## config.mk

```make
export PLATFORM = sky130hd
export DESIGN_NAME = periph_regs
export DESIGN_NICKNAME = d
export VERILOG_FILES = /design/src/logic/mem_pkg.sv /design/src/logic/periph_regs.sv
export SDC_FILE = /design/constraint.sdc
export NUM_CORES = 1
export LEC_CHECK = 0
export BUFFER_PORTS_ARGS = -buffer_cell sky130_fd_sc_hd__buf_2
export CAP_MARGIN = 40
export CORE_ASPECT_RATIO = 0.9
export CORE_MARGIN = 2
export CORE_UTILIZATION = 56
export CTS_BUF_LIST = sky130_fd_sc_hd__clkbuf_16
export DETAILED_ROUTE_END_ITERATION = 8
export HOLD_SLACK_MARGIN = 0.12
export PLACE_DENSITY = 0.84
export SLEW_MARGIN = 0
export SYNTH_ARGS = -nofsm -noshare
export SYNTH_HDL_FRONTEND = slang
export SYNTH_SLANG_ARGS = --single-unit
```

## constraint.sdc

```tcl
create_clock -name clk -period 1.2 [get_ports clk]
set_input_delay 0.24 -clock clk [delete_from_list [all_inputs] [get_ports clk]]
set_output_delay 0.24 -clock clk [all_outputs]
set_load 0.005 [all_outputs]
```

## src/logic/mem_pkg.sv

```systemverilog
// ======================================================================
// shared widths, address map, funct3 codes and bus structs
// ram occupies 0 .. ram_bytes-1, peripheral is a 16 byte window
// periph_wait must be at least 1
// ======================================================================
`default_nettype none

package mem_pkg;

    localparam int xlen = 32;

    // address map
    localparam int ram_bytes = 2048;
    localparam int ram_words = ram_bytes / 4;
    localparam logic [xlen-1:0] periph_base = 32'h0001_0000;
    localparam int periph_regs_n = 4;
    localparam int periph_wait = 3;                    // wait cycles before rsp
    localparam int periph_cnt_w = $clog2(periph_wait + 1);

    // load codes
    localparam logic [2:0] f3_lb  = 3'd0;
    localparam logic [2:0] f3_lh  = 3'd1;
    localparam logic [2:0] f3_lw  = 3'd2;
    localparam logic [2:0] f3_lbu = 3'd4;
    localparam logic [2:0] f3_lhu = 3'd5;

    // store codes, same encoding space as loads
    localparam logic [2:0] f3_sb = 3'd0;
    localparam logic [2:0] f3_sh = 3'd1;
    localparam logic [2:0] f3_sw = 3'd2;

    // core data request, 68 bits
    typedef struct packed {
        logic [xlen-1:0] addr;
        logic [xlen-1:0] wdata;   // unplaced, lane 0 aligned
        logic [2:0]      funct3;
        logic            we;
    } lsu_req_t;

    // bus request, 69 bits
    typedef struct packed {
        logic [xlen-1:0] addr;
        logic [xlen-1:0] wdata;   // already lane placed
        logic [3:0]      be;
        logic            we;
    } mem_req_t;

    typedef struct packed {
        logic [xlen-1:0] rdata;
    } mem_rsp_t;

endpackage

`default_nettype wire

```

## src/logic/periph_regs.sv

```systemverilog
// ======================================================================
// four word registers standing in for a slow peripheral
// response comes periph_wait+1 cycles after sel, one access at a time
// read data is the register value from before the write
// ======================================================================
`default_nettype none

module periph_regs (
    input  logic              clk,
    input  logic              nrst,
    input  logic              sel,
    input  mem_pkg::mem_req_t req,
    output logic              rsp_valid,
    output logic [31:0]       rdata
);
    import mem_pkg::*;

    localparam int idx_w = $clog2(periph_regs_n);

    logic [xlen-1:0]         regs [periph_regs_n];
    logic [idx_w-1:0]        idx;
    logic [periph_cnt_w-1:0] cnt;      // remaining wait cycles
    logic [xlen-1:0]         hold_q;   // captured read value

    assign idx   = req.addr[idx_w+1:2];   // addr bits 3:2
    assign rdata = hold_q;

    always_ff @(posedge clk or negedge nrst) begin
        if (!nrst) begin
            for (int r = 0; r < periph_regs_n; r++) begin
                regs[r] <= '0;
            end
            cnt       <= '0;
            rsp_valid <= 1'b0;
        end else begin
            if (sel && req.we) begin
                for (int b = 0; b < 4; b++) begin
                    if (req.be[b]) begin
                        regs[idx][8*b +: 8] <= req.wdata[8*b +: 8];
                    end
                end
            end
            if (sel) begin
                cnt <= periph_cnt_w'(periph_wait);   // start countdown
            end else if (cnt != '0) begin
                cnt <= cnt - periph_cnt_w'(1);
            end
            rsp_valid <= (cnt == periph_cnt_w'(1));  // last wait cycle
        end
    end

    // payload capture at select time
    always_ff @(posedge clk) begin
        if (sel) begin
            hold_q <= regs[idx];
        end
    end

endmodule

`default_nettype wire

```

==> Yosys cells after proc, flatten, opt, wreduce, memory -nomap -nowiden <==
Index checks and enable logic that the tools add are counted.
{ "word_totals": {"wordCells": 40, "output_inout_bits": 33, "reg_bits": 163, "inputBits": 72} }
{ "classes": {"magnitude_cmp": 2, "eq_ne": 1, "n_reduce_logical": 4, "addsub": 1, "n_bitwise": 1, "mux": 24} }
{ "ops": {"columns": ["cell", "n"], "rows": [
  ["128-bit 2-to-1 mux", 7],
  ["128-bit bitwise mux", 4],
  ["32-bit demux with 2-bit select", 4],
  ["32-bit 2-to-1 mux", 3],
  ["32-bit binary-select mux with 2-bit select", 1],
  ["24-bit 2-to-1 mux", 1],
  ["16-bit 2-to-1 mux", 1],
  ["8-bit 2-to-1 mux", 1],
  ["2-bit 2-to-1 mux", 2],
  ["2-bit nonzero test", 2],
  ["3-bit greater-or-equal comparator, second input constant", 1],
  ["3-bit by 1-bit < comparator with 1-bit output, second input constant", 1],
  ["2-bit inverter with 3-bit output", 1],
  ["2-bit by 1-bit == test with 1-bit output, second input constant", 1],
  ["1-bit logical AND", 2],
  ["2-bit by 1-bit subtractor with 2-bit output, second input constant", 1]
]} }

==> Depth between registers and ports, before layout <==
{ "logic_depth": {"word_depth": 16, "mapped_depth": 4, "depth_no_buf": 4} }

==> Least setup slack after synthesis <==
OpenSTA, ideal clock, no wires.
{ "synth_timing": {"kind": "input to register", "start": "input port req[39] (netlist bit)", "end": "register hold_q[0], in the netlist rdata[0], data pin", "path_stages": 3, "n_path_buf": 2, "path_slack_ns": -0.304, "arrival_ns": 1.232, "path_cell_list": "buf_2 -> buf_2 -> mux4_2"} }
{ "synth_between": {"elab_chain_len": 4} }
{ "synth_rtl": {"columns": ["element", "line_no", "text"], "rows": [
  ["start: declaration", "periph_regs.sv:12", "input mem_pkg::mem_req_t req,"],
  ["2-bit inverter with 3-bit output (implied by the code)", "periph_regs.sv:55", "hold_q <= regs[idx];"],
  ["32-bit binary-select mux with 2-bit select", "periph_regs.sv:55", null],
  ["32-bit 2-to-1 mux (implied by the code) (2 in series)", "periph_regs.sv:55", null],
  ["end signal: assignment", "periph_regs.sv:55", null],
  ["end: declaration", "periph_regs.sv:23", "logic [xlen-1:0] hold_q;"]
]} }
No other way between the ends. The select of a mux whose other input is x is not followed.
A chain may end at the register's enable or synchronous reset.

==> Final worst setup path <==
{ "layout_timing": {"start": "register hold_q[31], in the netlist rdata[31]", "end": "output port rdata[31]"} }
{ "layout_rtl": {"columns": ["element", "line_no", "text"], "rows": [
  ["end: declaration", "periph_regs.sv:14", "output logic [31:0] rdata"]
]} }
No word-level cell between the ends.

==> impl_results.md <==
- Worst R2R Start: regs[99]$_DFFE_PN0P_
- Synth Register Bits: around 160
- Final period utilization: about 100%
- Vias in the first global route: about 4300
- Layout cells sized above 1: 58.9%
- Req. time, crit path: 0.96 ns
- Post-synthesis cell type count: 19
- Gp weighted congestion: roughly 0.74
- Max Cap Viol: 0
- DP HPWL: 9.00 mm
- DRT Pass-1 Iters: 5
- Cells along the critical path: buf_2
- Synth warn: 0
- Crit path launch type: flip-flop
- Mapped Area: 6680 µm²
- Antenna cell count: 0
- DIE AREA: ~13000 µm²
- Area Overhead vs Synth: 30.7%
- RSZ-0062 raised after global routing: true
- Yosys top cell area share: 49.1%
- Clock tree sinks: between 150 and 200
- Number of remaining DRC errors: 0
- Initial Utilization: 57.9%
- H-tree Lvls: 4
- Final setup margin: about 0.0012 ns
- Slew headroom: 71.7%
- Worst setup endpoint: rdata[31]
- Most frequent cells in the layout: dfrtp_1 (131), mux2_2 (114), buf_2 (73), mux4_2 (32), edfxtp_1 (32)
- Max Fclk: approximately 0.83 GHz
- Worst-Margin Slew: between 0.4 and 0.5 ns
- Most common cell after layout, fill and taps aside: dfrtp_1
- Std-Cell Rows: 37
- Grt total ovfl: 0
- Num CTS Buffers: 17
- R2R setup slack: approximately 0.060 ns
- 1st-iter DRT viols: ~230
- Fin crit period: 1.20 ns
- Fin Hold WS: about 0.13 ns
- Setup WS pre-CTS: -0.368 ns
- GRT Overall Usage: 23.5%
- Largest net degree at the start of global routing: 30
- Mapped Cells: about 370
- Slew Limit Fails: 0
- Seq/Total Area, Yosys: 63.5%
- Slowest stage delay, CP: about 0.4 ns
- Largest delay contributor family on the critical path: flip-flops
- Via-per-instance ratio: 5.61
- Hold Crit Class: in2reg
- R2r endpoint: rdata[3]$_DFFE_PP_
- Avg WL per Cell: approximately 20 µm
- Reg2reg path depth: 1
- Root Buffer: clkbuf_16
- TritonCTS clock tree: done
- Crit path launch: rdata[31]$_DFFE_PP_
- Crit path depth: 1
- Peak supply drop: 1.38 mV
- Top cells by area, synth: dfrtp_1 (49%), mux2_2 (19%), edfxtp_1 (14%)
- Lkg Pwr: between 0.003 and 0.004 µW
- Util after Layout: around 76%
- Worst setup EP type: output pin
- Crit path max-delay cell type: edfxtp_1
- Final nets: roughly 600
- Final setup fails: 0
- Syn nets: around 440
- Final hold violations: 0
- IO Count: ~110
- Die Ht: approximately 110 µm
- Outcome: completed
- Critical Path Fanout Max: 1
- PD cells: approximately 1800 nW/µm²
- Clk_skew: about 0.0058 ns
- Vias: between 3000 and 4000
- I/O Buffers: 74
- Synth area leader: dfrtp_1
- Clk Latency, worst-skew pair: around 0.4 ns
- Post_cts resized: 0
- Worst Path Class, Setup: reg2out
- Die width: 119 µm
- Clock Pin Slew Worst Setup and Hold Paths: roughly 0.060 ns
- Antenna violations before repair: 2
- First-pass GRT wire length: approximately 22 mm
- Clk buf depth: 2
- Final WL: 13.6 mm
- Syn Area/Cell: around 18 µm²
- Worst Path Buf+Inv: 1
- Post-DRT Antenna Nets: 0
- Core ar.: about 12000 µm²
- Worst EP arrival: 0.96 ns
- Depth of the worst hold-timing path: 2
[registers in the layout, summed over array words and instances, names as in the netlist]
register and cells:
cnt 2, rdata 32, regs 128, rsp_valid 1
[synthesized netlist by cell type, drive strengths merged]
cell type and count:
nand2 3, a211o 1, nand3b 1, edfxtp 32
mux2 128, ha 2, buf 7, mux4 32
xor2 1, inv 2, nand2b 5, or3 2
nor2 15, dfrtp 131, nand3 3, clkbuf 3
[cell type report]
type | count | area, µm²
Sequential cell | 163 | 4240
Multi-Input combinational cell | 193 | 2490
Timing Repair Buffer | 148 | 1220
Fill cell | 673 | 2800
Inverter | 2 | 7.51
Tap cell | 156 | 195
Clock buffer | 17 | 425
Clock inverter | 15 | 154
[per-stage QoR]
step / area, µm² / total power (µW) / TNS (ns) / cells
CTS: 8730 / 15400 / -0.0295 / 694
detailed placement: 7840 / 10000 / -48.27 / 631
global route: 8730 / 16000 / -0.198 / 694
finish: 8730 / 15300 / 0 / 694
global placement: 7840 / 9770 / -44.14 / 631
floorplan: 6830 / 9060 / -15.48 / 368
[worst min-delay path by stage]
stage,from,to
floorplan,nrst,cnt[0]$_DFFE_PN0P_
global placement,nrst,regs[66]$_DFFE_PN0P_
detailed placement,nrst,regs[103]$_DFFE_PN0P_
CTS,req[33],regs[124]$_DFFE_PN0P_
global route,req[26],regs[117]$_DFFE_PN0P_
finish,req[33],regs[124]$_DFFE_PN0P_
[cells by family (layout without fill, tap and decap cells)]
group	count (synthesis)	after routing	share of synthesized area, %
buf+inv	12	182	0.806
compound gates	1	1	0.131
simple gates	29	29	2.68
fa+ha+maj	2	2	0.375
flops	163	163	63.5
xor+xnor	1	1	0.131
mux	160	160	32.4
[timing repair]
action,4_1_cts,5_1_grt
hold buffers,31,0
endpoints found under the setup margin,2,14
buffers inserted,0,0
endpoints found under the hold margin,227,0
[metal layers]
metal	GRT usage, %	share of wire (%)	vias up
met5	0	0.18	-
met4	6.89	1.2	4
met3	6.99	4.1	18
met2	39.4	52	88
met1	30.0	43	2074
li1	-	-	1711
[power breakdown]
group | total (µW) | internal [µW] | switching, µW
registers | 7590 | 6970 | 617
clock network | 5270 | 3220 | 2050
logic | 2440 | 1600 | 833
total | 15300 | 11800 | 3500
No activity file was read; power rests on OpenSTA's default activity.
