`src/logic/mem_pkg.sv`:
```
// ======================================================================
// shared widths, address map, funct3 codes and bus structs
// ram occupies 0 .. ram_bytes-1, peripheral is a 16 byte window
// periph_wait must be at least 1
// ======================================================================
`default_nettype none

package mem_pkg;

    localparam int xlen = 32;

    // address map
    localparam int ram_bytes = 2048;
    localparam int ram_words = ram_bytes / 4;
    localparam logic [xlen-1:0] periph_base = 32'h0001_0000;
    localparam int periph_regs_n = 4;
    localparam int periph_wait = 3;                    // wait cycles before rsp
    localparam int periph_cnt_w = $clog2(periph_wait + 1);

    // load codes
    localparam logic [2:0] f3_lb  = 3'd0;
    localparam logic [2:0] f3_lh  = 3'd1;
    localparam logic [2:0] f3_lw  = 3'd2;
    localparam logic [2:0] f3_lbu = 3'd4;
    localparam logic [2:0] f3_lhu = 3'd5;

    // store codes, same encoding space as loads
    localparam logic [2:0] f3_sb = 3'd0;
    localparam logic [2:0] f3_sh = 3'd1;
    localparam logic [2:0] f3_sw = 3'd2;

    // core data request, 68 bits
    typedef struct packed {
        logic [xlen-1:0] addr;
        logic [xlen-1:0] wdata;   // unplaced, lane 0 aligned
        logic [2:0]      funct3;
        logic            we;
    } lsu_req_t;

    // bus request, 69 bits
    typedef struct packed {
        logic [xlen-1:0] addr;
        logic [xlen-1:0] wdata;   // already lane placed
        logic [3:0]      be;
        logic            we;
    } mem_req_t;

    typedef struct packed {
        logic [xlen-1:0] rdata;
    } mem_rsp_t;

endpackage

`default_nettype wire

```
`src/logic/lsu_align.sv`:
```
// ======================================================================
// store lane placement and load extraction, purely combinational
// misaligned low address bits are ignored, no trap
// ======================================================================
`default_nettype none

module lsu_align (
    input  logic [2:0]  funct3,
    input  logic [1:0]  addr_lo,
    input  logic [31:0] wdata,
    input  logic [31:0] rdata,
    output logic [3:0]  be,
    output logic [31:0] lane_wdata,
    output logic [31:0] load_data
);
    import mem_pkg::*;

    logic [xlen-1:0] byte_sh;   // selected byte moved to lane 0
    logic [xlen-1:0] half_sh;   // selected half moved to lane 0

    // stores: replicate across lanes, be picks the live ones
    always_comb begin
        case (funct3)
            f3_sb: begin
                lane_wdata = {4{wdata[7:0]}};
                be         = 4'b0001 << addr_lo;
            end
            f3_sh: begin
                lane_wdata = {2{wdata[15:0]}};
                be         = addr_lo[1] ? 4'b1100 : 4'b0011;  // bit 0 ignored
            end
            default: begin   // sw and anything else
                lane_wdata = wdata;
                be         = 4'b1111;
            end
        endcase
    end

    assign byte_sh = rdata >> {addr_lo, 3'b000};
    assign half_sh = rdata >> {addr_lo[1], 4'b0000};

    // loads: shift down, then extend
    always_comb begin
        case (funct3)
            f3_lb:   load_data = {{24{byte_sh[7]}}, byte_sh[7:0]};
            f3_lh:   load_data = {{16{half_sh[15]}}, half_sh[15:0]};
            f3_lbu:  load_data = {24'b0, byte_sh[7:0]};
            f3_lhu:  load_data = {16'b0, half_sh[15:0]};
            default: load_data = rdata;   // lw, pass through
        endcase
    end

endmodule

`default_nettype wire

```
`src/logic/mem_handler.sv`:
```
// ======================================================================
// serves fetch and data requests one at a time over one bus
// data wins over a waiting fetch; stores give no response pulse
// requests must stay stable until accepted
// ======================================================================
`default_nettype none

module mem_handler (
    input  logic              clk,
    input  logic              nrst,
    // fetch channel
    input  logic              fetch_valid,
    input  logic [31:0]       fetch_pc,
    output logic              fetch_ready,
    // data channel
    input  logic              data_valid,
    input  mem_pkg::lsu_req_t data_req,
    output logic              data_ready,
    // responses to core
    output logic              inst_valid,
    output logic [31:0]       inst,
    output logic              load_valid,
    output logic [31:0]       load_data,
    // bus side
    output logic              bus_valid,
    output mem_pkg::mem_req_t bus_req,
    input  logic              bus_ready,
    input  logic              bus_rsp_valid,
    input  mem_pkg::mem_rsp_t bus_rsp
);
    import mem_pkg::*;

    typedef enum logic [1:0] {
        st_idle,
        st_issue,      // bus_valid high, waiting for bus_ready
        st_wait_rsp    // handshake done, waiting for bus_rsp_valid
    } state_t;

    state_t          state;
    state_t          state_nxt;
    lsu_req_t        req_q;       // latched request
    logic            is_data_q;   // kind of request in flight
    logic            idle;
    logic            take_data;
    logic            take_fetch;
    logic            rsp_done;
    logic [3:0]      lane_be;
    logic [xlen-1:0] lane_wdata;
    logic [xlen-1:0] load_ext;

    assign idle        = (state == st_idle);
    assign data_ready  = idle;
    assign fetch_ready = idle && !data_valid;  // data has priority
    assign take_data   = data_valid && data_ready;
    assign take_fetch  = fetch_valid && fetch_ready;
    assign rsp_done    = (state == st_wait_rsp) && bus_rsp_valid;

    // next state
    always_comb begin
        state_nxt = state;
        case (state)
            st_idle: begin
                if (take_data || take_fetch) begin
                    state_nxt = st_issue;
                end
            end
            st_issue: begin
                if (bus_ready) begin
                    state_nxt = st_wait_rsp;
                end
            end
            st_wait_rsp: begin
                if (bus_rsp_valid) begin
                    state_nxt = st_idle;
                end
            end
            default: state_nxt = st_idle;
        endcase
    end

    // control state
    always_ff @(posedge clk or negedge nrst) begin
        if (!nrst) begin
            state      <= st_idle;
            is_data_q  <= 1'b0;
            load_valid <= 1'b0;
            inst_valid <= 1'b0;
        end else begin
            state <= state_nxt;
            if (take_data || take_fetch) begin
                is_data_q <= take_data;
            end
            // one cycle pulses, lined up with return to idle
            load_valid <= rsp_done && is_data_q && !req_q.we;
            inst_valid <= rsp_done && !is_data_q;
        end
    end

    // payload, no reset
    always_ff @(posedge clk) begin
        if (take_data) begin
            req_q <= data_req;
        end else if (take_fetch) begin
            // fetch looks like an lw to the aligner
            req_q <= '{addr: fetch_pc, wdata: '0, funct3: f3_lw, we: 1'b0};
        end
        if (rsp_done) begin
            load_data <= load_ext;
            inst      <= bus_rsp.rdata;   // raw word
        end
    end

    // lane placement and load extension off the latched request
    lsu_align lsu_align_i (
        .funct3     (req_q.funct3),
        .addr_lo    (req_q.addr[1:0]),
        .wdata      (req_q.wdata),
        .rdata      (bus_rsp.rdata),
        .be         (lane_be),
        .lane_wdata (lane_wdata),
        .load_data  (load_ext)
    );

    assign bus_valid = (state == st_issue);

    always_comb begin
        bus_req.addr  = req_q.addr;
        bus_req.wdata = lane_wdata;
        bus_req.be    = lane_be;       // 4'hf for fetch and lw
        bus_req.we    = is_data_q && req_q.we;
    end

endmodule

`default_nettype wire

```
`config.mk`:
```
export PLATFORM = sky130hd
export DESIGN_NAME = mem_handler
export DESIGN_NICKNAME = d
export VERILOG_FILES = /design/src/logic/mem_pkg.sv /design/src/logic/lsu_align.sv /design/src/logic/mem_handler.sv
export SDC_FILE = /design/constraint.sdc
export NUM_CORES = 1
export LEC_CHECK = 0
export BUFFER_PORTS_ARGS = -buffer_cell sky130_fd_sc_hd__buf_2
export CORE_MARGIN = 4
export CORE_UTILIZATION = 43
export CTS_CLUSTER_DIAMETER = 60
export DETAILED_ROUTE_END_ITERATION = 12
export PLACE_DENSITY = 0.74
export SLEW_MARGIN = 20
export SYNTH_ARGS = -nofsm -noshare
export SYNTH_HDL_FRONTEND = slang
export SYNTH_SLANG_ARGS = --single-unit
```
`constraint.sdc`:
```
create_clock -name clk -period 3.05 [get_ports clk]
set_input_delay 0.4575 -clock clk [delete_from_list [all_inputs] [get_ports clk]]
set_output_delay 0.4575 -clock clk [all_outputs]
set_load 0.1 [all_outputs]
```
[Word level (Yosys, flattened, before mapping)]
Cells that the tools add are included.
Storage, ports and cells
  register bits after elaboration: 137
  output and inout bits: 138
  logic and storage cells: 47
Operators by class
  equality and inequality tests: 8
  shift-type cells: 3
  multiplexer cells: 10
  reduce and logical (&&, ||, !) cells: 16
Operators by type and width (number)
  68-bit two-way mux: 2
  32-bit one-hot mux with 4 select lines: 1
  32-bit one-hot mux with 2 select lines: 1
  32-bit by 5-bit >> shifter with 16-bit output: 1
  32-bit by 5-bit >> shifter with 8-bit output: 1
  1-bit logical AND: 8
  4-bit one-hot mux with 2 select lines: 1
  3-bit == test (second input constant): 2
  2-bit two-way mux: 3
  2-bit one-hot mux with 3 select lines: 1
  4-bit two-way mux: 1
  2-bit by 1-bit inequality test with 1-bit output (second input constant): 2
  1-bit by 2-bit left shift with 4-bit output (first input constant): 1
  3-bit by 1-bit == test with 1-bit output (second input constant): 1
  1-bit logical NOT: 3
  3-bit logical NOT: 1
  3-bit AND reduction: 1
  2-bit by 1-bit == test with 1-bit output (second input constant): 1
  2-bit == test (second input constant): 1
  2-bit logical NOT: 1
  2-bit inequality test (second input constant): 1
  2-bit nonzero test: 1
  1-bit logical OR: 1

[Logic depth before layout (Yosys ltp)]
  depth after elaboration: 6
  depth in mapped cells: 5
  mapped depth without buffers: 3

[Hierarchy]
Synthesis repeated with hierarchy kept, for this count alone.
Unflattened totals
  cell total of the unflattened synthesis: 437
  area, all modules: 6222.2 µm²
By module, submodules not included
  mem_handler: times used 1, cells an instance 263, area an instance 5108.6 µm²
  lsu_align: times used 1, cells an instance 174, area an instance 1113.6 µm²

[Least setup slack after synthesis]
No wires, ideal clock.
  path kind: register to output
  start: reg req_q, in the netlist bus_req[38]
  end: out bus_req[3] (netlist bit)
  arrival: 2.964 ns
  data required time: 2.592 ns
  setup slack: -0.372 ns
  stages on the path, launching flop included: 5
  buffers on the path: 2
  path through: edfxtp_1 -> buf_2 -> buf_2 -> inv_1 -> o21ai_0
RTL lines
  from (decl): line mem_handler.sv:41  | lsu_req_t req_q;
  from (signal assigned): line mem_handler.sv:102  | req_q <= data_req;
  from (signal assigned): line mem_handler.sv:105  | req_q <= '{addr: fetch_pc, wdata: '0, funct3: f3_lw, we: 1'b0};
  to (decl): line mem_handler.sv:26  | output mem_pkg::mem_req_t bus_req,

==> summary.md <==
| Metric | Value |
|---|---|
| First drt pass iteration count | 4 |
| Clk Tree Root Cell | clkbuf_16 |
| Tightest Pin Transition | 0.893 ns |
| Slew Viols, Final | 0 |
| Port buffer count | 275 |
| Clk_skew | 0.00450 ns |
| Via/cell ratio | 5.20 |
| Fraction of layout cells with a size suffix above 1 | 0.556 |
| R2R Setup Slk | 0.82 ns |
| Worst path cell trace | buf_4 > nor2_2 > buf_4 > mux2_2 > buf_12 |
| DR WL/cell | 18.7 microns |
| Xor and xnor area share after synthesis | 0 |
| Compound-gate portion of the synthesized area | 0.0633 |
| WL final | 16200 microns |
| CP max stage delay | 0.43 ns |
| Critical Path Slowest Stage Cell | edfxtp_1 |
| FF+latch count, synth | 137 |
| Hold endpoint | inst[4]$_DFFE_PP_ |
| Period utilisation layout | 0.867 |
| DR vias | 4511 |
| Hold_sp | bus_rsp[4] |
| Initial antenna violation count | 2 |
| CTS tree | done |
| Status | completed |
| Gate Count Post-Synth | 436 |
| Largest family of logic cells by synthesized area | multiplexers |
| R2R Path End | load_data[2]$_DFFE_PP_ |
| Post-synth top area share | 0.640 |
| Most common cell on crit path | buf_4 |
| Final Hold Vio Count | 0 |
| Die area | 16400 sq um |
| Crit end category | output port |
| Final setup violation count | 0 |
| Family with the most delay on the worst path | buffers and inverters |
| Gr ovfl total | 0 |
| Bufs on Longest Clock Path | 2 |
| Clock sink count | 137 |
| Die span in y | 128 microns |
| Worst-Skew Late Latency | 0.41 ns |
| Die width | 128 microns |
| RSZ-0062 raised after global routing | false |
| Initial Util | 0.442 |
| Slew HR | 0.402 |
| Max Clock Freq | 378 MHz |
| Data arrival time of the worst path | 2.19 ns |
| Final ANT Viol Nets | 0 |
| Largest net degree at the start of global routing | 65 |
| Hold WC Path Type | in2reg |
| Clock-pin slew on the worst setup and hold paths | 0.05 ns |
| Syn Nets | 574 |
| Mux cell area share after synthesis | 0.106 |
| Nets | 812 |
| Synth Cell Area | 6190 sq um |
| Crit path required time | 2.59 ns |
| Number of global-route vias before repair | 4569 |
| Top post-synthesis cells by area | edfxtp_1 (64%), mux2_2 (8.9%), buf_4 (5.0%) |
| Syn_area_per_cell | 14.2 sq um |
| Synth unique cells | 31 |
| Max_cap viols | 0 |
| GP Congestion | 0.858 |
| DRC | 0 |
| Largest fanout on the critical path | 31 |
| Synth Area in Adders | 0 |
| Initial DRC count | 322 |
| Buf+Inv Stages, Crit Path | 3 |
| R2R cell count | 4 |
| Core Region | 14000 sq um |
| First-pass GRT wire length | 24300 microns |
| CTS buffer count | 17 |
| Post-Synth Simple-Gate Area | 0.0993 |
| Ys Warns | 0 |
| Setup Crit Path Kind | reg2out |
| Dpl hpwl | 12200 microns |
| Design area | 8370 sq um |
| Synth area leader | edfxtp_1 |
| Hold depth | 1 |
| Seq/Total Area, Yosys | 0.661 |
| Area after DPL | 7750 sq um |
| H-tree Lvls | 4 |
| Crit path launch type | flip-flop |
| Fin crit period | 2.64 ns |
| Gr usage total | 0.196 |
| Area delta synth->final | 35.3% |
| RR Startpoint | req_q[1]$_SDFFCE_PN0P_ |
| Placement Rows | 43 |
| Number of antenna diodes | 0 |
| Io pins | 276 |
state kept, by name (all words and copies together) (netlist names):
register	flops
req_q	36
bus_req	32
inst	32
load_data	32
state	2
inst_valid	1
is_data_q	1
load_valid	1
worst max-delay path by stage:
stage	startpoint	endpoint	slack [ns]	cells past startpoint
after floorplan	bus_req[38]$_DFFE_PP_	bus_req[3]	-0.37	4
after global placement	req_q[2]$_SDFFCE_PN1P_	bus_req[22]	0.87	5
after detailed placement	data_valid	req_q[28]$_SDFFCE_PN0P_	0.81	4
after CTS	req_q[2]$_SDFFCE_PN1P_	bus_req[24]	0.38	5
after global routing	req_q[2]$_SDFFCE_PN1P_	bus_req[21]	0.31	5
final	req_q[2]$_SDFFCE_PN1P_	bus_req[21]	0.41	5
placed cells by master, fill, tap and decap left out, types with 2 or more instances in the layout:
cell	synthesis	final
nor2b_1	10	10
clkinv_2	0	5
and2_1	3	3
buf_4	41	9
buf_12	0	18
buf_2	10	259
a211oi_1	14	14
mux2_2	49	49
edfxtp_1	132	132
nor2_1	13	12
and3_1	35	35
clkinvlp_4	0	3
a21o_1	9	9
o21ai_0	5	5
nand2_1	35	35
inv_1	3	2
nor3_1	10	9
nand2b_1	3	2
nor3b_1	3	3
mux2i_1	8	8
a21oi_2	0	8
a221o_1	8	8
clkbuf_16	0	17
dfrtp_1	5	5
a21oi_1	15	7
nor2_2	1	2
bufinv_16	0	4
repair_timing:
item                                   4_1_cts  5_1_grt
hold buffers                                 1        0
gates resized for setup                      0        0
buffers inserted                             0        0
endpoints found under the hold margin        5        0
Yosys cell counts:
library cell    n
buf_4          41
a21oi_1        15
buf_2          10
nor3b_2         1
a211oi_1       14
edfxtp_1      132
buf_6           1
nand3b_1        1
and2_1          3
nor3_1         10
a221o_1         8
and3_1         35
a22o_1          1
inv_1           3
nor2_2          1
nand2b_1        3
nor2_1         13
mux2_2         49
nor3_4          1
a22oi_4         1
a21o_1          9
mux4_2          1
nor2b_1        10
o21ai_0         5
nand2_1        35
nor3b_1         3
a221oi_1        1
dfrtp_1         5
mux2i_1         8
buf_1           3
clkbuf_1       13
per-stage QoR:
step	hold slack, ns	std cells	setup slack [ns]	util	setup TNS (ns)
after floorplan	0.162	436	-0.372	-	-1.40
after global placement	0.277	834	0.869	0.554	0
after detailed placement	0.282	834	0.806	0.554	0
after CTS	0.217	867	0.384	0.599	0
after global routing	0.228	867	0.309	0.599	0
final	0.244	867	0.406	0.599	0
worst reg2reg max path, stage by stage (launching register included):
cell and delay (ns):
edfxtp_1 0.43, buf_4 0.27, nor3b_2 0.78, a211oi_1 0.20, a211oi_1 0.33
per-layer routing:
metal / track usage / vias up / routed length, microns
li1: - / 2065 / -
met1: 0.214 / 2113 / 5790
met2: 0.339 / 295 / 8180
met3: 0.0750 / 34 / 1830
met4: 0.0830 / 4 / 407
met5: 0 / - / 21
cell type report:
class / count / area [sq um]
sequential: 137 / 4090
clock buffer: 18 / 429
inverter: 3 / 11.3
clock inverter: 14 / 180
tap: 180 / 225
timing repair buffer: 287 / 1730
multi-input combinational: 228 / 1710
fill: 1070 / 5610
kinds of logic (layout without fill, tap and decap cells):
logic type	count (synthesis)	after routing
AO/OA/AOI/OAI	54	54
flip-flops	137	137
multiplexers	58	58
buffers and inverters	71	322
AND/OR/NAND/NOR	116	116
Power is not shown: default switching activity piles up to over one toggle a cycle in this logic, so the estimate is an artifact.
