--- src/logic/mem_pkg.sv ---
// ======================================================================
// shared widths, address map, funct3 codes and bus structs
// ram occupies 0 .. ram_bytes-1, peripheral is a 16 byte window
// periph_wait must be at least 1
// ======================================================================
`default_nettype none

package mem_pkg;

    localparam int xlen = 32;

    // address map
    localparam int ram_bytes = 2048;
    localparam int ram_words = ram_bytes / 4;
    localparam logic [xlen-1:0] periph_base = 32'h0001_0000;
    localparam int periph_regs_n = 4;
    localparam int periph_wait = 3;                    // wait cycles before rsp
    localparam int periph_cnt_w = $clog2(periph_wait + 1);

    // load codes
    localparam logic [2:0] f3_lb  = 3'd0;
    localparam logic [2:0] f3_lh  = 3'd1;
    localparam logic [2:0] f3_lw  = 3'd2;
    localparam logic [2:0] f3_lbu = 3'd4;
    localparam logic [2:0] f3_lhu = 3'd5;

    // store codes, same encoding space as loads
    localparam logic [2:0] f3_sb = 3'd0;
    localparam logic [2:0] f3_sh = 3'd1;
    localparam logic [2:0] f3_sw = 3'd2;

    // core data request, 68 bits
    typedef struct packed {
        logic [xlen-1:0] addr;
        logic [xlen-1:0] wdata;   // unplaced, lane 0 aligned
        logic [2:0]      funct3;
        logic            we;
    } lsu_req_t;

    // bus request, 69 bits
    typedef struct packed {
        logic [xlen-1:0] addr;
        logic [xlen-1:0] wdata;   // already lane placed
        logic [3:0]      be;
        logic            we;
    } mem_req_t;

    typedef struct packed {
        logic [xlen-1:0] rdata;
    } mem_rsp_t;

endpackage

`default_nettype wire

--- src/logic/bus_decoder.sv ---
// ======================================================================
// address decode for ram, peripheral window and unmapped space
// unmapped reads return zero one cycle later, writes are dropped
// one request at a time; stalls while the peripheral is busy
// ======================================================================
`default_nettype none

module bus_decoder (
    input  logic              clk,
    input  logic              nrst,
    input  logic              bus_valid,
    input  mem_pkg::mem_req_t bus_req,
    output logic              bus_ready,
    output logic              bus_rsp_valid,
    output mem_pkg::mem_rsp_t bus_rsp,
    output logic              ram_sel,
    output logic              periph_sel,
    output mem_pkg::mem_req_t tgt_req,
    input  logic              ram_rsp_valid,
    input  logic [31:0]       ram_rdata,
    input  logic              periph_rsp_valid,
    input  logic [31:0]       periph_rdata
);
    import mem_pkg::*;

    logic ram_hit;
    logic periph_hit;
    logic hs;            // bus handshake
    logic periph_busy;
    logic umap_rsp_q;    // self answer for unmapped space

    assign ram_hit    = bus_req.addr < xlen'(ram_bytes);
    assign periph_hit = (bus_req.addr >= periph_base) &&
                        (bus_req.addr < periph_base + xlen'(periph_regs_n * 4));

    assign bus_ready  = !periph_busy;
    assign hs         = bus_valid && bus_ready;
    assign ram_sel    = hs && ram_hit;
    assign periph_sel = hs && periph_hit;
    assign tgt_req    = bus_req;   // shared by both targets

    always_ff @(posedge clk or negedge nrst) begin
        if (!nrst) begin
            periph_busy <= 1'b0;
            umap_rsp_q  <= 1'b0;
        end else begin
            if (periph_sel) begin
                periph_busy <= 1'b1;
            end else if (periph_rsp_valid) begin
                periph_busy <= 1'b0;
            end
            umap_rsp_q <= hs && !ram_hit && !periph_hit;
        end
    end

    // at most one source is valid at a time
    assign bus_rsp_valid = ram_rsp_valid || periph_rsp_valid || umap_rsp_q;

    always_comb begin
        if (ram_rsp_valid) begin
            bus_rsp.rdata = ram_rdata;
        end else if (periph_rsp_valid) begin
            bus_rsp.rdata = periph_rdata;
        end else begin
            bus_rsp.rdata = '0;   // unmapped or idle
        end
    end

endmodule

`default_nettype wire

--- config.mk ---
export PLATFORM = sky130hd
export DESIGN_NAME = bus_decoder
export DESIGN_NICKNAME = d
export VERILOG_FILES = /design/src/logic/mem_pkg.sv /design/src/logic/bus_decoder.sv
export SDC_FILE = /design/constraint.sdc
export NUM_CORES = 1
export LEC_CHECK = 0
export BUFFER_PORTS_ARGS = -buffer_cell sky130_fd_sc_hd__clkbuf_2
export CORE_AREA = 2 2 94 96
export DETAILED_ROUTE_END_ITERATION = 12
export DIE_AREA = 0 0 96 98
export PLACE_DENSITY = 0.61
export REMOVE_ABC_BUFFERS = 1
export SLEW_MARGIN = 25
export SYNTH_ARGS = -nofsm -noshare
export SYNTH_HDL_FRONTEND = slang
export SYNTH_SLANG_ARGS = --single-unit
--- constraint.sdc ---
create_clock -name clk -period 1.4 [get_ports clk]
set_clock_uncertainty 0.2 [all_clocks]
set_input_delay 0.14 -clock clk [delete_from_list [all_inputs] [get_ports clk]]
set_output_delay 0.14 -clock clk [all_outputs]
set_load 0.005 [all_outputs]
# == Word-level counts from Yosys, hierarchy flattened ==
# Index checks and enable logic that the tools add are counted.
# totals
register_bits,2
in_bits,138
out_inout_bits,105
elab_cells,21
# classes
order_cmp,3
mux,4
reduce_logical,12
# op_table
operator,n
$mux W32,2
$ge A32 B17 Y1 const B,1
$lt A32 B12 Y1 const B,1
$lt A32 B17 Y1 const B,1
$logic_and A1 B1 Y1,6
$logic_not A1 Y1,3
$logic_or A1 B1 Y1,2
$mux W1,2
$reduce_bool A2 Y1,1

# == Longest topological paths before layout ==
# Gate-level depths: netlist of run 1.
# depth
depth_word,4
mapped_depth,4
depth_no_buf,3

# == Worst setup path before layout of run 1 ==
# OpenSTA, ideal clock, no wires.
# synth_timing
path_type,input port to flip-flop
start,input port bus_req[57] (netlist bit)
end,register umap_rsp_q
setup_ns,0.124
arrival_time_ns,0.844
required_time_ns,1.076
setup_slack_ns,0.232
stages,3
n_path_buf,0
path_cell_list,nor4_1 > nand2_1 > o31a_1
# synth_via
elab_chain_cells,4
word_cells_on_any_way,8
classes_between,order compare: 3; reduce/logical: 5
# synth_rtl
item,line_no,text
from (decl),bus_decoder.sv:12,"input mem_pkg::mem_req_t bus_req,"
"$lt A32 B12 Y1, or another cell as far along",bus_decoder.sv:32,assign ram_hit = bus_req.addr < xlen'(ram_bytes);
$logic_not A1 Y1 / $logic_and A1 B1 Y1 (equally long branches),"bus_decoder.sv:52, bus_decoder.sv:33",
$logic_and A1 B1 Y1 / $logic_not A1 Y1 (equally long branches),bus_decoder.sv:52,umap_rsp_q <= hs && !ram_hit && !periph_hit;
$logic_and A1 B1 Y1 *,bus_decoder.sv:52,
to (signal assigned),bus_decoder.sv:52,
to (decl),bus_decoder.sv:30,logic umap_rsp_q;
# Mark *: on every way between the ends. The rest lies on a longest branch, timed or not.
# A chain may end at the register's enable or synchronous reset.

# == Final worst setup path of run 1 ==
# layout_timing
start,register periph_busy
end,output port ram_sel
# layout_via
elab_chain_cells,3
# layout_rtl
item,line_no,text
from (decl),bus_decoder.sv:29,logic periph_busy;
from (signal assigned),bus_decoder.sv:44,periph_busy <= 1'b0;
from (signal assigned),bus_decoder.sv:48,periph_busy <= 1'b1;
from (signal assigned),bus_decoder.sv:50,periph_busy <= 1'b0;
$logic_not A1 Y1,bus_decoder.sv:36,assign bus_ready = !periph_busy;
$logic_and A1 B1 Y1,bus_decoder.sv:37,assign hs = bus_valid && bus_ready;
$logic_and A1 B1 Y1,bus_decoder.sv:38,assign ram_sel = hs && ram_hit;
to (decl),bus_decoder.sv:16,"output logic ram_sel,"
# No other way between the ends.

==> results.json, run 1 <==
{
  "outcome": "complete, but fails checks",
  "violations": "negative setup slack",
  "first_global_vias": 1374,
  "numCtsBuffers": 3,
  "slowest_delay_ns": 0.40,
  "grt_setup_unrepaired": "true",
  "firstDrtPassIters": 4,
  "worst_slack_ns": -0.0703,
  "cts.sinks": 2,
  "worstPathMaxFanout": 3,
  "hpwl_mm": 5.92,
  "port_buffers": 160,
  "cts_tree": "yes",
  "drt_iter0_drc": 37,
  "core_region_area_um2": 8470,
  "reg2reg_to": "periph_busy$_DFFE_PN0P_",
  "finalCriticalPeriod_ns": 1.47,
  "diodes": 0,
  "powerDensity_nw_per_um2": 430,
  "antenna_left": 0,
  "grt_usage_pct": 12.3,
  "worstMarginPinSlew_ns": 0.323,
  "cp-start-kind": "flop",
  "whs_ns": 0.0800,
  "r2r_slack_ns": 0.22,
  "num_rows": 34,
  "setup_viol": 2,
  "gp_congestion": 0.782,
  "clkSlewWorstSetupHoldPaths_ns": 0.03,
  "initial_core_util_pct": 12.9,
  "cts_max_level": 1,
  "p_leak_nw": 0.952,
  "synth_area_um2": 1090,
  "synth_area_per_cell_um2": 7.98,
  "placed_area_um2": 1590,
  "cp-end-kind": "output pin",
  "fin_nets": 379,
  "hold_path_class": "in2async",
  "totalWireLength_mm": 6.56,
  "crit_arrival_ns": 1.13,
  "grt_overflow_total": 0,
  "fin_crit_sh_pct": 105,
  "grt_max_degree": 31,
  "die-height_um": 98,
  "design_area_um2": 1680,
  "slew_viol_final": 0,
  "peakVddDrop_uv": 317,
  "antenna_found_initial": 0,
  "io_pins": 243,
  "viasPerCell": 4.27,
  "area_growth_pct": 53.9,
  "setup_tns_ns": -0.107,
  "fmax_mhz": 680,
  "dieArea_um2": 9410,
  "drc": 0,
  "hold_viol": 0,
  "vias": 1481,
  "fin_util_pct": 19.9,
  "insertion_delay_ns": 0.21,
  "cpMaxStageDelayCell": "dfrtp_1",
  "grt_pass1_wl_mm": 8.22,
  "stdcell_count": 347,
  "avgRoutedWirePerCell_um": 18.9,
  "worstPathRequired_ns": 1.06,
  "cts-root-buf": "clkbuf_8",
  "maxCapViolations": 0,
  "synth_cells": 137,
  "synth_cell_types": 22,
  "synth.yosys.seq_area_share_pct": 4.58,
  "path_class": "reg2out",
  "dpl.cell_count": 341,
  "maxSlewHeadroom_pct": 78.3,
  "drive_gt1_share_pct": 79.9,
  "crit_end": "ram_sel",
  "yosys_warnings": 0,
  "crit_path_start": "periph_busy$_DFFE_PN0P_",
  "cts_buffer_depth": 2,
  "reg2regPathDepth": 4,
  "ys_ff_latch": 2,
  "crit_chain": "inv_2 > nand2_1 > nor4_2 > buf_2",
  "die_width_um": 96,
  "r2r-start": "periph_busy$_DFFE_PN0P_"
}
where the power goes:
group	leakage [nW]	switching [mW]	internal [mW]	total (mW)
combinational	0.905	0.189	0.253	0.442
clock	0.0216	0.0395	0.181	0.221
sequential	0.0256	0.000809	0.0598	0.0606
total	0.952	0.229	0.494	0.723
cells in the final DEF, fill, tap and decap left out, types with 2 or more instances in the layout:
cell type and n:
clkbuf_2 158, nand2_1 5, clkbuf_8 3, nor4_4 4
nand4_1 2, a22o_1 30, nor2b_2 2, buf_4 13
dfrtp_1 2, o21ai_0 2, buf_2 2, nor4_2 3
layer usage:
metal  up-vias  global-route usage [%]  share of wire [%]
met5         -                    5.56               0.64
met4         2                    1.65               0.59
met3         8                    13.2                 24
met2       181                    19.4                 43
met1       657                    10.8                 32
li1        633                       -                  -
cells in the mapped netlist, drive strengths merged:
library cell / count / area (um^2)
nand2b: 1 / 6.26
nand3: 2 / 15.0
buf: 73 / 538
inv: 1 / 3.75
a21boi: 1 / 7.51
o21ai: 3 / 15.0
nor3: 1 / 5.00
nor4: 7 / 101
nor4b: 1 / 15.0
dfrtp: 2 / 50.1
nand2: 6 / 22.5
or3: 1 / 6.26
o31a: 1 / 8.76
clkbuf: 3 / 11.3
nor2b: 2 / 12.5
a22o: 30 / 263
nand4: 2 / 12.5
critical path, delay by kind of cell (launching register included):
kind	cells	cell delay, ns
simple gates	2	0.29
buf+inv	2	0.23
flops	1	0.40
registers in the layout (all words and copies together) (netlist names):
register / cells
periph_busy: 1
umap_rsp_q: 1
worst min path at each step:
stage,start,to,slack [ns]
floorplan,nrst,periph_busy$_DFFE_PN0P_,-0.36
global placement,nrst,periph_busy$_DFFE_PN0P_,-0.27
detailed placement,nrst,periph_busy$_DFFE_PN0P_,-0.27
CTS,nrst,umap_rsp_q$_DFF_PN0_,0.06
global route,nrst,umap_rsp_q$_DFF_PN0_,0.08
finish,nrst,umap_rsp_q$_DFF_PN0_,0.08
per-stage QoR:
step / total power [mW] / worst slack, ns
after floorplan: 0.166 / -0.376
after global placement: 0.491 / -0.125
after detailed placement: 0.497 / -0.143
after CTS: 0.732 / -0.0893
after global routing: 0.787 / -0.113
final: 0.723 / -0.0703
kinds of logic after synthesis:
kind of cell | count (synthesis) | synth area share [%]
DFF | 2 | 4.58
AOI/OAI and AO/OA | 35 | 26.9
buffers and inverters | 77 | 50.6
and+or+nand+nor | 23 | 18.0
cell type report:
| class | instances | area [um^2] |
|---|---|---|
| multi-input cells | 58 | 524 |
| inverters | 1 | 3.75 |
| clock buffers | 3 | 41.3 |
| well taps | 108 | 135 |
| fillers | 976 | 6780 |
| repair buffers | 175 | 928 |
| flip-flops and latches | 2 | 50.0 |
repair_timing:
action | CTS | global route
buffers inserted | 0 | 2
gates resized for setup | 4 | 5
endpoints found under the hold margin | 2 | 0
cloned | 0 | 0
pin swaps | 1 | 2
setup endpoints to repair | 2 | 2
hold buffers | 1 | 0
(Power assumes the default switching activity.)
==> run 2: changes to the inputs <==
- ABC_AREA: not set -> 1
- CELL_PAD_IN_SITES_DETAIL_PLACEMENT: not set -> 0
- CELL_PAD_IN_SITES_GLOBAL_PLACEMENT: not set -> 2
- CORE_AREA: 2 2 94 96 -> not set
- CORE_MARGIN: not set -> 1
- CORE_UTILIZATION: not set -> 10
- DIE_AREA: 0 0 96 98 -> not set
- PLACE_DENSITY: 0.61 -> 0.95
==> results.json, run 2 <==
{
  "synth-edff-count": 0,
  "drive_gt1_share_pct": 60.5,
  "initial_core_util_pct": 10.3,
  "top_regs": "periph_busy: 1 flops, umap_rsp_q: 1 flops",
  "io_pins": 243,
  "synth_cells": 224,
  "maxCapViolations": 0,
  "cts_max_level": 1,
  "synthArstFlopShare_pct": 100,
  "maxSlewHeadroom_pct": 86.2,
  "port_buffers": 160,
  "drt_iter0_drc": 49,
  "fin_nets": 454,
  "synth_area_leaders": "buf_4 (42%), nand2_1 (23%), nand3_1 (13%), nor2_1 (5.1%), dfrtp_1 (4.0%)",
  "finalCriticalPeriod_ns": 1.34,
  "ys_ff_latch": 2,
  "peakVddDrop_uv": 530,
  "crit_arrival_ns": 1.00,
  "yosys_warnings": 0,
  "post-place-ws_ns": 0.0256,
  "hold_path_class": "in2async",
  "first_global_vias": 1303,
  "antenna_found_initial": 0,
  "totalWireLength_mm": 6.36,
  "yosysTopAreaCell": "buf_4",
  "cp-start-kind": "flop",
  "synth.yosys.seq_area_share_pct": 4.04,
  "grt_setup_unrepaired": "true",
  "diodes": 0,
  "numCtsBuffers": 3,
  "viasPerCell": 3.44,
  "synth_area_per_cell_um2": 5.54,
  "cts.sinks": 2,
  "drc": 0,
  "gp_congestion": 0.703,
  "hpwl_mm": 5.39,
  "cts_buffer_depth": 2,
  "synth_top_area_share_pct": 41.8,
  "setup_viol": 0,
  "vias": 1658,
  "final_cell_mix": "clkbuf_2 (157), nand2_1 (72), nand3_1 (33)",
  "slew_viol_final": 0,
  "die-height_um": 113,
  "worstMarginPinSlew_ns": 0.207,
  "grt_pass1_wl_mm": 7.96,
  "dieArea_um2": 12800,
  "synth_cell_types": 16,
  "final_common_cell": "clkbuf_2",
  "antenna_left": 0,
  "fin_crit_sh_pct": 95.8,
  "avgRoutedWirePerCell_um": 13.2,
  "design_area_um2": 1890,
  "cp-end-kind": "output pin",
  "powerDensity_nw_per_um2": 497,
  "synth_common_cells": "nand2_1 (77), buf_4 (69), nand3_1 (33)",
  "synth_area_um2": 1240,
  "ys.flop_type": "dfrtp_1",
  "grt_max_degree": 20,
  "cts_tree": "yes",
  "worstPathMaxFanout": 3,
  "p_total_mw": 0.941,
  "fmax_mhz": 746,
  "die_width_um": 113,
  "core_region_area_um2": 12100,
  "grt_usage_pct": 8.71,
  "outcome": "finished clean",
  "insertion_delay_ns": 0.22,
  "grt_overflow_total": 0,
  "setup_tns_ns": 0,
  "synth.most_common_cell": "nand2_1",
  "area_growth_pct": 52.8,
  "cts-root-buf": "clkbuf_16",
  "placed_area_um2": 1730,
  "worst_slack_ns": 0.0591,
  "clkSlewWorstSetupHoldPaths_ns": 0.03,
  "p_leak_nw": 1.15,
  "worstPathRequired_ns": 1.06,
  "fin_util_pct": 15.7,
  "num_rows": 40,
  "firstDrtPassIters": 4,
  "path_class": "reg2out",
  "hold_viol": 0
}
[run 2: cell count changes after synthesis, sizes merged, moves of 7 or more]
cell,change
nor2,+20
a22o,-30
nor4,-7
nand2,+71
nand3,+32
[run 2: kinds of logic after synthesis]
logic type | share of synthesized area [%]
simple gates | 46.2
buf+inv | 49.3
flops | 4.04
compound gates | 0.403
[run 2: final timing paths]
kind                                               from                      end  slack [ns]  depth (start not counted)
worst max-delay path            periph_busy$_DFFE_PN0P_               periph_sel        0.06                          6
worst min-delay path                               nrst     umap_rsp_q$_DFF_PN0_        0.05                          2
worst max register to register  periph_busy$_DFFE_PN0P_     umap_rsp_q$_DFF_PN0_        0.38                          5
worst min register to register  periph_busy$_DFFE_PN0P_  periph_busy$_DFFE_PN0P_        0.43                          3
max in group asynchronous                          nrst  periph_busy$_DFFE_PN0P_        0.85                          2
min in group clk                              bus_valid     umap_rsp_q$_DFF_PN0_        0.07                          5
[run 2: report_power, final]
part	leakage, nW	internal, mW	switching [mW]
clock network	0.0370	0.364	0.0700
logic	1.09	0.240	0.207
registers	0.0256	0.0598	0.000356
total	1.15	0.663	0.278
[run 2: timing repair]
action	CTS	global route
resized for setup	2	23
pin swaps	0	12
endpoints found under the setup margin	1	1
cloned	0	0
hold buffers	1	0
hold endpoints to repair	2	0
buffers inserted	0	0
[run 2: per-layer routing]
metal  share of wire [%]  vias up  GRT usage, %
li1                    -      809             -
met3                  24        8          10.4
met1                  37      666          8.97
met5                 2.3        -          8.63
met4                0.69        4          1.75
met2                  36      171          10.3
[run 2: stage by stage]
| stage | instances | hold slack [ns] |
|---|---|---|
| after floorplan | 144 | -0.356 |
| after global placement | 478 | -0.271 |
| after detailed placement | 478 | -0.266 |
| after CTS | 482 | 0.0404 |
| after global routing | 482 | 0.0521 |
| final | 482 | 0.0468 |
[run 2: layout make-up]
| type | count | area (um^2) |
|---|---|---|
| Clock buffer | 3 | 75.1 |
| Fill cell | 1413 | 10200 |
| Inverter | 6 | 22.5 |
| Multi-Input combinational cell | 136 | 633 |
| Sequential cell | 2 | 50.0 |
| Tap cell | 168 | 210 |
| Timing Repair Buffer | 167 | 903 |
[run 2: critical path, stage by stage (launching register included)]
cell,delay [ns]
dfrtp_1,0.37
inv_2,0.07
nand2_2,0.06
inv_2,0.06
nand3_2,0.07
inv_2,0.05
clkbuf_2,0.10
==> run 3: changes to the inputs <==
- SETUP_SLACK_MARGIN: not set -> 0.5
- clock period: 1.4 -> 1.6 ns (I/O delays scaled with it)
==> results.json, run 3 (same netlist as run 2, synthesis figures left out) <==
{
  "drt_iter0_drc": 34,
  "p_leak_nw": 1.36,
  "avgRoutedWirePerCell_um": 14.8,
  "totalWireLength_mm": 7.36,
  "slowest_delay_ns": 0.37,
  "fin_util_pct": 20.2,
  "grt_setup_unrepaired": "true",
  "antenna_found_initial": 0,
  "cts-root-buf": "clkbuf_16",
  "die_width_um": 113,
  "crit_buf_inv": 4,
  "peakVddDrop_uv": 545,
  "port_buffers": 160,
  "final.fill_count": 1367,
  "die-height_um": 113,
  "maxSlewHeadroom_pct": 91.2,
  "design_area_um2": 2430,
  "post-place-ws_ns": 0.189,
  "top_regs": "periph_busy: 1 flops, umap_rsp_q: 1 flops",
  "crit_chain": "inv_2 > nand2_2 > inv_2 > nand3_2 > inv_2 > clkbuf_2",
  "finalCriticalPeriod_ns": 1.37,
  "final_cell_mix": "clkbuf_2 (143), nand2_1 (66), nand3_2 (31)",
  "clkSlewWorstSetupHoldPaths_ns": 0.03,
  "slew_viol_final": 0,
  "worstPathRequired_ns": 1.24,
  "hold_path_class": "in2async",
  "fin_crit_sh_pct": 85.9,
  "core_region_area_um2": 12100,
  "first_global_vias": 1403,
  "placed_area_um2": 1710,
  "outcome": "finished clean",
  "insertion_delay_ns": 0.22,
  "gp_congestion": 0.696,
  "path_class": "reg2out",
  "numCtsBuffers": 3,
  "drc": 0,
  "worst_slack_ns": 0.225,
  "grt_max_degree": 20,
  "final_common_cell": "clkbuf_2",
  "vias": 1769,
  "worstPathMaxFanout": 3,
  "initial_core_util_pct": 10.3,
  "diodes": 0,
  "cts_max_level": 1,
  "powerDensity_nw_per_um2": 398,
  "cp-start-kind": "flop",
  "multi_input_area_um2": 808,
  "num_rows": 40,
  "cpMaxStageDelayCell": "dfrtp_1",
  "crit_arrival_ns": 1.01,
  "dpl.cell_count": 478,
  "cts_buffer_depth": 2,
  "maxCapViolations": 0,
  "cp-end-kind": "output pin",
  "critPathTopFamily": "flip-flops",
  "setup_viol": 0,
  "firstDrtPassIters": 4,
  "io_pins": 243,
  "cts_tree": "yes",
  "fin_nets": 468,
  "crit_path_frequent_cell": "inv_2",
  "grt_usage_pct": 9.78,
  "p_total_mw": 0.968,
  "grt_pass1_wl_mm": 8.96,
  "drive_gt1_share_pct": 73.5,
  "hpwl_mm": 5.38,
  "whs_ns": 0.0582,
  "viasPerCell": 3.57,
  "cts.sinks": 2,
  "dieArea_um2": 12800,
  "antenna_left": 0,
  "fmax_mhz": 727,
  "hold_viol": 0,
  "setup_tns_ns": 0,
  "stdcell_count": 496,
  "grt_overflow_total": 0,
  "area_growth_pct": 96.2,
  "regArea_um2": 50.0,
  "worstMarginPinSlew_ns": 0.132
}
run 3: cell count changes in the layout (fill, tap and decap cells not counted), moves of 2 or more:
| cell | before | now |
|---|---|---|
| buf_4 | 4 | 2 |
| nand3_1 | 33 | 3 |
| nand2_4 | 0 | 2 |
| clkbuf_16 | 3 | 7 |
| nand2_2 | 5 | 9 |
| clkbuf_2 | 157 | 143 |
| nand2_1 | 72 | 66 |
| buf_16 | 0 | 4 |
| buf_8 | 1 | 5 |
| buf_12 | 2 | 6 |
| nand3_2 | 1 | 31 |
| buf_2 | 0 | 12 |
run 3: power by group:
group | internal, mW | total (mW) | switching, mW
combinational | 0.304 | 0.540 | 0.236
clock | 0.318 | 0.375 | 0.0571
sequential | 0.0523 | 0.0526 | 0.000297
run 3: worst reg2reg max path: cells and delay by family, from the launching register on:
| kind | cells | cell delay (ns) |
|---|---|---|
| AOI/OAI and AO/OA | 1 | 0.13 |
| buffers and inverters | 3 | 0.24 |
| DFF | 1 | 0.37 |
| and+or+nand+nor | 2 | 0.10 |
run 3: routing by layer:
| layer | track usage [%] | routed length, um | up-vias |
|---|---|---|---|
| li1 | - | - | 842 |
| met1 | 10.5 | 2680 | 742 |
| met2 | 12.5 | 2970 | 175 |
| met3 | 10.4 | 1540 | 6 |
| met4 | 1.23 | 23 | 4 |
| met5 | 8.63 | 147 | - |
run 3: worst paths after layout:
kind                                         start                       to  slack, ns  cells past startpoint
setup / recovery           periph_busy$_DFFE_PN0P_               periph_sel       0.23                      6
hold / removal                                nrst     umap_rsp_q$_DFF_PN0_       0.06                      2
setup reg to reg           periph_busy$_DFFE_PN0P_     umap_rsp_q$_DFF_PN0_       0.49                      6
hold reg to reg            periph_busy$_DFFE_PN0P_  periph_busy$_DFFE_PN0P_       0.44                      3
max in group asynchronous                     nrst  periph_busy$_DFFE_PN0P_       1.04                      2
min in group clk                         bus_valid  periph_busy$_DFFE_PN0P_       0.12                      5
run 3: final cells by class:
type                            instances  area share (%)
Tap cell                              168            8.64
Multi-Input combinational cell        136            33.2
Timing Repair Buffer                  181            51.5
Sequential cell                         2            2.06
Clock buffer                            3            3.09
Inverter                                6            1.44
run 3: what timing repair did:
| action | in CTS | in global routing |
|---|---|---|
| gates resized for setup | 34 | 72 |
| hold buffers | 1 | 0 |
| pin swaps | 3 | 34 |
| buffers inserted | 1 | 5 |
| endpoints found under the setup margin | 37 | 36 |
| cloned | 4 | 4 |
| endpoints found under the hold margin | 2 | 0 |
